**src/logic/mem_stage_pkg.sv**
```systemverilog
package mem_stage_pkg;

    // operation handed over by the execute stage
    typedef enum logic [2:0] {
        // execute result goes straight to write-back
        MEM_OP_ALU   = 3'd0,
        // read through the external read bus
        MEM_OP_LOAD  = 3'd1,
        // csr swap, old value returned
        MEM_OP_CSRRW = 3'd2,
        // csr set bits, old value returned
        MEM_OP_CSRRS = 3'd3,
        // environment call, updates mepc and mcause
        MEM_OP_ECALL = 3'd4
    } mem_op_e;

    // load width and extension
    // B/H/W/D are 8/16/32/64 bits, U forms zero-extend
    typedef enum logic [2:0] {
        LOAD_B  = 3'd0,
        LOAD_H  = 3'd1,
        LOAD_W  = 3'd2,
        LOAD_D  = 3'd3,
        LOAD_BU = 3'd4,
        LOAD_HU = 3'd5,
        LOAD_WU = 3'd6
    } load_kind_e;

    // csr address width
    localparam int CSR_ADDR_W = 12;

    // machine csrs handled by the stage
    localparam logic [CSR_ADDR_W-1:0] CSR_MEPC   = 12'h341;
    localparam logic [CSR_ADDR_W-1:0] CSR_MCAUSE = 12'h342;
    localparam logic [CSR_ADDR_W-1:0] CSR_MTVEC  = 12'h305;

    // mcause value for an ecall from machine mode
    localparam logic [63:0] CAUSE_ECALL_M = 64'd11;

endpackage
```
**src/logic/mem_stage.sv**
```systemverilog
`timescale 1ns/10ps

module mem_stage import mem_stage_pkg::*; #(
    parameter int XLEN    = 64,
    parameter int ID_W    = 4,
    parameter int LOAD_ID = 2
) (
    input  logic                  clk,
    input  logic                  rst_n,
    // issue from execute
    input  logic                  issue,
    input  mem_op_e               op,
    input  load_kind_e            load_kind,
    input  logic [XLEN-1:0]       src1,
    input  logic [XLEN-1:0]       src2,
    input  logic [CSR_ADDR_W-1:0] csr_addr,
    input  logic [XLEN-1:0]       ex_result,
    output logic                  busy,
    // read bus
    output logic                  rd_req,
    output logic [XLEN-1:0]       rd_addr,
    input  logic                  ar_hs,
    input  logic                  r_valid,
    input  logic [ID_W-1:0]       r_id,
    input  logic [XLEN-1:0]       r_data,
    // write-back
    output logic                  wb_valid,
    output logic [XLEN-1:0]       wb_data,
    // machine csrs
    output logic [XLEN-1:0]       mepc,
    output logic [XLEN-1:0]       mcause,
    output logic [XLEN-1:0]       mtvec
);

    logic            load_done;
    logic [XLEN-1:0] load_data;
    logic [XLEN-1:0] csr_rdata;

    load_unit #(
        .XLEN    (XLEN),
        .ID_W    (ID_W),
        .LOAD_ID (LOAD_ID)
    ) load_unit_i (
        .clk       (clk),
        .rst_n     (rst_n),
        .issue     (issue),
        .op        (op),
        .load_kind (load_kind),
        .src1      (src1),
        .src2      (src2),
        .ar_hs     (ar_hs),
        .r_valid   (r_valid),
        .r_id      (r_id),
        .r_data    (r_data),
        .rd_req    (rd_req),
        .rd_addr   (rd_addr),
        .busy      (busy),
        .load_done (load_done),
        .load_data (load_data)
    );

    csr_unit #(
        .XLEN (XLEN)
    ) csr_unit_i (
        .clk       (clk),
        .rst_n     (rst_n),
        .issue     (issue),
        .op        (op),
        .csr_addr  (csr_addr),
        .src1      (src1),
        .src2      (src2),
        .csr_rdata (csr_rdata),
        .mepc      (mepc),
        .mcause    (mcause),
        .mtvec     (mtvec)
    );

    // single registered write-back for all three sources
    mem_result_select #(
        .XLEN (XLEN)
    ) mem_result_select_i (
        .clk       (clk),
        .rst_n     (rst_n),
        .issue     (issue),
        .op        (op),
        .ex_result (ex_result),
        .load_done (load_done),
        .load_data (load_data),
        .csr_rdata (csr_rdata),
        .wb_valid  (wb_valid),
        .wb_data   (wb_data)
    );

endmodule

```
**src/logic/mem_result_select.sv**
```systemverilog
`timescale 1ns/10ps

module mem_result_select import mem_stage_pkg::*; #(
    parameter int XLEN = 64
) (
    input  logic            clk,
    input  logic            rst_n,
    input  logic            issue,
    input  mem_op_e         op,
    input  logic [XLEN-1:0] ex_result,
    input  logic            load_done,
    input  logic [XLEN-1:0] load_data,
    input  logic [XLEN-1:0] csr_rdata,
    output logic            wb_valid,
    output logic [XLEN-1:0] wb_data
);

    logic            issue_wb;
    logic [XLEN-1:0] issue_data;

    // loads write back later through load_done
    assign issue_wb = issue && (op != MEM_OP_LOAD);

    always_comb begin
        case (op)
            MEM_OP_ALU:   issue_data = ex_result;
            MEM_OP_CSRRW: issue_data = csr_rdata;
            MEM_OP_CSRRS: issue_data = csr_rdata;
            // ecall has no destination value
            MEM_OP_ECALL: issue_data = '0;
            default:      issue_data = '0;
        endcase
    end

    always_ff @(posedge clk or negedge rst_n) begin
        if (!rst_n) begin
            wb_valid <= 1'b0;
            wb_data  <= '0;
        end else begin
            wb_valid <= load_done || issue_wb;
            // busy keeps issue away from load_done, load side wins anyway
            if (load_done) begin
                wb_data <= load_data;
            end else if (issue_wb) begin
                wb_data <= issue_data;
            end
        end
    end

endmodule

```
**src/logic/csr_unit.sv**
```systemverilog
`timescale 1ns/10ps

module csr_unit import mem_stage_pkg::*; #(
    parameter int XLEN = 64
) (
    input  logic                  clk,
    input  logic                  rst_n,
    input  logic                  issue,
    input  mem_op_e               op,
    input  logic [CSR_ADDR_W-1:0] csr_addr,
    input  logic [XLEN-1:0]       src1,
    input  logic [XLEN-1:0]       src2,
    output logic [XLEN-1:0]       csr_rdata,
    output logic [XLEN-1:0]       mepc,
    output logic [XLEN-1:0]       mcause,
    output logic [XLEN-1:0]       mtvec
);

    logic            csr_op;
    logic            ecall;
    logic [XLEN-1:0] csr_wdata;
    logic            wr_mepc;
    logic            wr_mcause;
    logic            wr_mtvec;

    // csrrw or csrrs issued this cycle
    assign csr_op = issue && ((op == MEM_OP_CSRRW) || (op == MEM_OP_CSRRS));
    assign ecall  = issue && (op == MEM_OP_ECALL);

    // set form ors both sources together
    assign csr_wdata = (op == MEM_OP_CSRRS) ? (src1 | src2) : src1;

    // address decode for writes, unknown address drops the write
    assign wr_mepc   = csr_op && (csr_addr == CSR_MEPC);
    assign wr_mcause = csr_op && (csr_addr == CSR_MCAUSE);
    assign wr_mtvec  = csr_op && (csr_addr == CSR_MTVEC);

    // old value of the addressed csr
    always_comb begin
        case (csr_addr)
            CSR_MEPC:   csr_rdata = mepc;
            CSR_MCAUSE: csr_rdata = mcause;
            CSR_MTVEC:  csr_rdata = mtvec;
            default:    csr_rdata = '0;
        endcase
    end

    always_ff @(posedge clk or negedge rst_n) begin
        if (!rst_n) begin
            mepc <= '0;
        end else if (ecall) begin
            // return address comes in on src1
            mepc <= src1;
        end else if (wr_mepc) begin
            mepc <= csr_wdata;
        end
    end

    always_ff @(posedge clk or negedge rst_n) begin
        if (!rst_n) begin
            mcause <= '0;
        end else if (ecall) begin
            mcause <= XLEN'(CAUSE_ECALL_M);
        end else if (wr_mcause) begin
            mcause <= csr_wdata;
        end
    end

    // ecall leaves the trap vector alone
    always_ff @(posedge clk or negedge rst_n) begin
        if (!rst_n) begin
            mtvec <= '0;
        end else if (wr_mtvec) begin
            mtvec <= csr_wdata;
        end
    end

endmodule

```
**src/logic/load_unit.sv**
```systemverilog
`timescale 1ns/10ps

module load_unit import mem_stage_pkg::*; #(
    parameter int XLEN    = 64,
    parameter int ID_W    = 4,
    parameter int LOAD_ID = 2
) (
    input  logic            clk,
    input  logic            rst_n,
    input  logic            issue,
    input  mem_op_e         op,
    input  load_kind_e      load_kind,
    input  logic [XLEN-1:0] src1,
    input  logic [XLEN-1:0] src2,
    input  logic            ar_hs,
    input  logic            r_valid,
    input  logic [ID_W-1:0] r_id,
    input  logic [XLEN-1:0] r_data,
    output logic            rd_req,
    output logic [XLEN-1:0] rd_addr,
    output logic            busy,
    output logic            load_done,
    output logic [XLEN-1:0] load_data
);

    // id our read beats come back with
    localparam logic [ID_W-1:0] OWN_ID = ID_W'(LOAD_ID);

    typedef enum logic [1:0] {
        ST_IDLE = 2'd0,
        ST_REQ  = 2'd1,
        ST_WAIT = 2'd2,
        ST_FIN  = 2'd3
    } state_e;

    state_e          state_q;
    state_e          state_d;
    load_kind_e      kind_q;
    logic            load_start;
    logic            beat_hit;
    logic [XLEN-1:0] ext_data;

    assign load_start = issue && (op == MEM_OP_LOAD);

    // foreign ids belong to other masters
    assign beat_hit = r_valid && (r_id == OWN_ID);

    always_comb begin
        state_d = state_q;
        case (state_q)
            ST_IDLE: begin
                if (load_start) begin
                    state_d = ST_REQ;
                end
            end
            // hold the request until the address is accepted
            ST_REQ: begin
                if (ar_hs) begin
                    state_d = ST_WAIT;
                end
            end
            ST_WAIT: begin
                if (beat_hit) begin
                    state_d = ST_FIN;
                end
            end
            ST_FIN: begin
                state_d = ST_IDLE;
            end
            default: begin
                state_d = ST_IDLE;
            end
        endcase
    end

    always_ff @(posedge clk or negedge rst_n) begin
        if (!rst_n) begin
            state_q <= ST_IDLE;
        end else begin
            state_q <= state_d;
        end
    end

    // address and kind latched once per load
    always_ff @(posedge clk or negedge rst_n) begin
        if (!rst_n) begin
            rd_addr <= '0;
            kind_q  <= LOAD_B;
        end else if ((state_q == ST_IDLE) && load_start) begin
            rd_addr <= src1 + src2;
            kind_q  <= load_kind;
        end
    end

    // value always sits in the low bits of the beat
    always_comb begin
        case (kind_q)
            LOAD_B:  ext_data = XLEN'($signed(r_data[7:0]));
            LOAD_H:  ext_data = XLEN'($signed(r_data[15:0]));
            LOAD_W:  ext_data = XLEN'($signed(r_data[31:0]));
            LOAD_BU: ext_data = XLEN'(r_data[7:0]);
            LOAD_HU: ext_data = XLEN'(r_data[15:0]);
            LOAD_WU: ext_data = XLEN'(r_data[31:0]);
            LOAD_D:  ext_data = r_data;
            default: ext_data = r_data;
        endcase
    end

    // first matching beat while waiting
    always_ff @(posedge clk) begin
        if ((state_q == ST_WAIT) && beat_hit) begin
            load_data <= ext_data;
        end
    end

    assign rd_req    = (state_q == ST_REQ);
    assign busy      = (state_q != ST_IDLE);
    assign load_done = (state_q == ST_FIN);

endmodule

```
**config.mk**
```make
export PLATFORM = sky130hd
export DESIGN_NAME = mem_stage
export DESIGN_NICKNAME = d
export VERILOG_FILES = /design/src/logic/mem_stage_pkg.sv /design/src/logic/mem_stage.sv /design/src/logic/mem_result_select.sv /design/src/logic/csr_unit.sv /design/src/logic/load_unit.sv
export SDC_FILE = /design/constraint.sdc
export NUM_CORES = 1
export LEC_CHECK = 0
export BUFFER_PORTS_ARGS = -buffer_cell sky130_fd_sc_hd__buf_2
export CAP_MARGIN = 20
export CELL_PAD_IN_SITES_DETAIL_PLACEMENT = 0
export CELL_PAD_IN_SITES_GLOBAL_PLACEMENT = 1
export CORE_UTILIZATION = 41
export DETAILED_ROUTE_END_ITERATION = 6
export PLACE_DENSITY_LB_ADDON = 0.1
export RECOVER_POWER = 25
export SETUP_SLACK_MARGIN = 0.3
export SLEW_MARGIN = 0
export SYNTH_ARGS = -nofsm -noshare
export SYNTH_HDL_FRONTEND = slang
export SYNTH_HIERARCHICAL = 1
export SYNTH_SLANG_ARGS = --single-unit
```
**constraint.sdc**
```tcl
create_clock -name clk -period 2.9 [get_ports clk]
set_input_delay 0.58 -clock clk [delete_from_list [all_inputs] [get_ports clk]]
set_output_delay 0.58 -clock clk [all_outputs]
set_load 0.005 [all_outputs]
```
==> metrics list <==
- The flow ran to the end, and the final reports show no timing, DRC or antenna violations.
- The mapped netlist covers 0.0228 sq mm.
* Slew of the pin with the lowest slew margin: 1.35 ns
- In this run, synthesis produced a sequential element count of 390.
* CTS tree: done
* Min-Delay Path Class: primary input to flip-flop
- Maximum number of pins on one net before global-route repair: 100
* H-tree levels: 2
- Post-route DRC: 0
- CORE AREA: 0.0550 sq mm
- The clock passes through at most 3 buffers.
- Share of the synthesized area in the top cell type: 35.8%
- The initial utilization of the core area, before any placement, comes to 41.5%.
- Floorplan die area: 0.0565 sq mm
* Setup crit end kind: flip-flop
- For this design the static power due to leakage is 0.0156 uW.
* Post-Synthesis Net Count: 2471
- Setup slack closes at 0.406 ns.
* Total Nets Final: 3200
* TritonCTS buffer count: 46
- Reg2Reg Setup Slack: 0.71 ns
- Total number of clock tree sinks: 390
- After legalization and detailed placement, the total HPWL measured 70800 um.
- Among all stages on the critical path, the largest delay is contributed by sky130_fd_sc_hd__ha_1.
* Count of different cell masters after synthesis: 87
- Async S/R FF share, synth: 83.6%
- Using the TritonRoute via totals, the vias-per-cell ratio works out to 5.55.
- Along the worst path, the maximum fanout reaches 4.
* Worst R2R End: mem_result_select_i/wb_data[43]
* Post-synthesis cell count: 2120
* Unrepaired setup endpoints after global routing: yes
- A synthesized cell averages 10.8 sq um.
- Antenna violations before repair: 8
- For this run, the top clock speed supported by timing is 401 MHz.
* Vias in the first global route: 20.8k
- Summing the sequential cell areas from Yosys gives 44.2% of the chip area.
* Post-route clock period utilization: 86.0%
- Worst Setup SP: src1[12]
* Number of top-level design ports: 606
- CP max stage delay: 0.34 ns
* Power Total: 19800 uW
- Setup violation total in the final timing report: 0
- Cell depth of the worst flop-to-flop path: 5
* Iter 0 DRT Violations: 1444
- The congestion estimate from routability-driven global placement came to 0.940.
* Min cycle time layout: 2.49 ns
* Number of flops mapped to enable cells by yosys: 64
- Instance area at placement: 0.0282 sq mm
* VDD IR-drop max: 467 uV
* Wire length of the first global-routing pass: 134000 um
- Number of vias in the routed layout: 20.2k
- Cell taking the most area after synthesis: sky130_fd_sc_hd__dfrtp_1
- Width of the chip: 238 um
- Max Clock Skew: 0.0154 ns
* Detailed-routing iteration count for the pre-antenna-repair pass: 7
* Signed area change from the synthesized netlist to the final layout: 31.2%
* DR WL/cell: 25.2 um
- Final routed wirelength across all metal layers: 91800 um
* Final hold violation count: 0
- Pre-CTS setup slack: -0.242 ns
* Warning count from the yosys run: 6
- Number of cells traversed by the worst hold path: 1
- Start point of the worst min-delay path: r_data[5]
- The post-route netlist has 43.0% of its cells at a drive strength greater than 1.
* Y dimension of the die: 238 um
- Endpoint arrival time on the critical path: 2.95 ns
- Worst Setup Path Type: primary input to flip-flop
- The detail route stage leaves a number of antenna-violating nets equal to 0.
- Sequence of cells on the critical path: buf_2 -> ha_1 -> buf_4 -> nand4_1 -> inv_1 -> a211oi_4 -> a21oi_4 -> a31oi_4 -> nand4bb_1 -> nand3_1 -> o21ai_2 -> mux2i_1 -> o211ai_1
* Pwr/cell area: 661 mW/mm^2
- Num rows: 86
* Headroom to the max-slew limit: 10.0%
* Port bufs: 605
* Grt total ovfl: 0
* Clock Root Buffer: sky130_fd_sc_hd__clkbuf_16
* Maximum Capacitance Violations: 0
- Yosys attributes the largest share of cell area to sky130_fd_sc_hd__dfrtp_1 (36%), sky130_fd_sc_hd__edfxtp_1 (8.4%), sky130_fd_sc_hd__mux2_4 (7.2%), sky130_fd_sc_hd__mux2_2 (6.8%), sky130_fd_sc_hd__nand2_1 (4.1%).
- For hold timing, the worst endpoint is load_unit_i/load_data[5].
- Slew Limit Fails: 0
- The commonest cells after synthesis are sky130_fd_sc_hd__dfrtp_1 (326), sky130_fd_sc_hd__nand2_1 (247), sky130_fd_sc_hd__a21oi_1 (149).
* Final non-filler cell area: 0.0299 sq mm
- CTS clk-pin slew, worst paths: 0.06 ns
- Dominant cell by count in the synthesized netlist: sky130_fd_sc_hd__dfrtp_1
* Startpoint of the most critical register-to-register path: load_unit_i/state_q[0]
- Ys flop type: sky130_fd_sc_hd__dfrtp_1
* Startpoint type of the worst setup path: primary input
* Clock network latency to the later pin of the worst-skew pair: 0.58 ns
* Required time of the worst setup path: 3.35 ns
- In the global route stage, overall resource usage came out at 31.9%.
## cells in the final DEF (no fill, tap or decap), types with 14 or more instances in the layout
cell type,count
sky130_fd_sc_hd__inv_1,90
sky130_fd_sc_hd__clkbuf_16,47
sky130_fd_sc_hd__xor2_1,29
sky130_fd_sc_hd__dfrtp_1,326
sky130_fd_sc_hd__buf_4,206
sky130_fd_sc_hd__a21oi_1,137
sky130_fd_sc_hd__or3b_1,60
sky130_fd_sc_hd__ha_4,17
sky130_fd_sc_hd__and2_1,63
sky130_fd_sc_hd__buf_2,599
sky130_fd_sc_hd__nand4_1,23
sky130_fd_sc_hd__ha_1,48
sky130_fd_sc_hd__a222oi_1,64
sky130_fd_sc_hd__o21ai_1,42
sky130_fd_sc_hd__nor2_1,32
sky130_fd_sc_hd__a21o_1,119
sky130_fd_sc_hd__o21ai_0,60
sky130_fd_sc_hd__buf_12,19
sky130_fd_sc_hd__a22oi_1,65
sky130_fd_sc_hd__o21bai_1,14
sky130_fd_sc_hd__nand2_1,247
sky130_fd_sc_hd__mux2_2,137
sky130_fd_sc_hd__xnor2_1,30
sky130_fd_sc_hd__mux2_4,109
sky130_fd_sc_hd__edfxtp_1,64
## sequential cells by signal, summed over array words and instances (netlist names)
signal,count
csr_unit_i/mepc,64
load_unit_i/state_q,2
mem_result_select_i/wb_data,64
mem_result_select_i/wb_valid,1
csr_unit_i/mcause,64
load_unit_i/load_data,64
load_unit_i/rd_addr,64
csr_unit_i/mtvec,64
load_unit_i/kind_q,3
## repair_timing
item                                   CTS  global route
endpoints found under the hold margin   39             0
hold buffers                             1             0
setup endpoints to repair                0            13
resized for setup                        0            23
buffers inserted                         0             5
## layer usage
| layer | vias up | global-route usage, % | routed length, um |
|---|---|---|---|
| met5 | - | 0 | 60 |
| met4 | 8 | 15.6 | 4620 |
| met3 | 168 | 8.22 | 6540 |
| met2 | 694 | 54.8 | 45500 |
| met1 | 10100 | 36.7 | 35100 |
| li1 | 9216 | - | - |
## where the power goes
group          internal (uW)  leakage, uW  switching, uW
Sequential              6720      0.00487            731
Combinational           2870      0.00995           3380
Clock                   3650     0.000776           2440
## through the flow
stage,utilization (%),hold slack (ns),setup TNS [ns],cells
detailed placement,51.4,0.459,-3.62,3543
finish,54.4,0.179,0,3636
global placement,51.4,0.456,-2.90,3543
CTS,54.2,0.150,0,3627
global route,54.4,0.156,0,3635
floorplan,-,0.284,0,2120
## area by class of cell
type	count	area, sq um
flip-flops and latches	390	10100
diodes	4	10.0
multi-input cells	1483	11900
clock buffers	69	1380
inverters	90	338
well taps	748	936
fillers	5028	25100
clock inverters	14	199
repair buffers	838	5030
## critical path, delay by kind of cell
| family | cells | cell delay, ns |
|---|---|---|
| compound gates | 5 | 0.99 |
| simple gates | 3 | 0.47 |
| buf+inv | 3 | 0.38 |
| fa+ha+maj | 1 | 0.34 |
| mux | 1 | 0.20 |
## worst max-delay path by stage
| stage | endpoint | cells after the start |
|---|---|---|
| finish | load_unit_i/rd_addr[62] | 13 |
| CTS | load_unit_i/rd_addr[62] | 13 |
| global route | mem_result_select_i/wb_data[50] | 3 |
| detailed placement | load_unit_i/rd_addr[62] | 13 |
| floorplan | load_unit_i/rd_addr[54] | 12 |
| global placement | load_unit_i/rd_addr[62] | 13 |
## cells by family (layout without fill, tap and decap cells)
family | Yosys count | after routing | synth area share (%)
AO/OA/AOI/OAI | 579 | 579 | 17.4
XOR/XNOR | 59 | 59 | 2.27
adder cells (fa/ha/maj) | 68 | 68 | 3.77
multiplexers | 262 | 262 | 14.7
AND/OR/NAND/NOR | 515 | 515 | 12.1
flip-flops | 390 | 390 | 44.2
other | 0 | 4 | 0
buffers and inverters | 247 | 1011 | 5.53
Power figures use the tool's default switching activity.
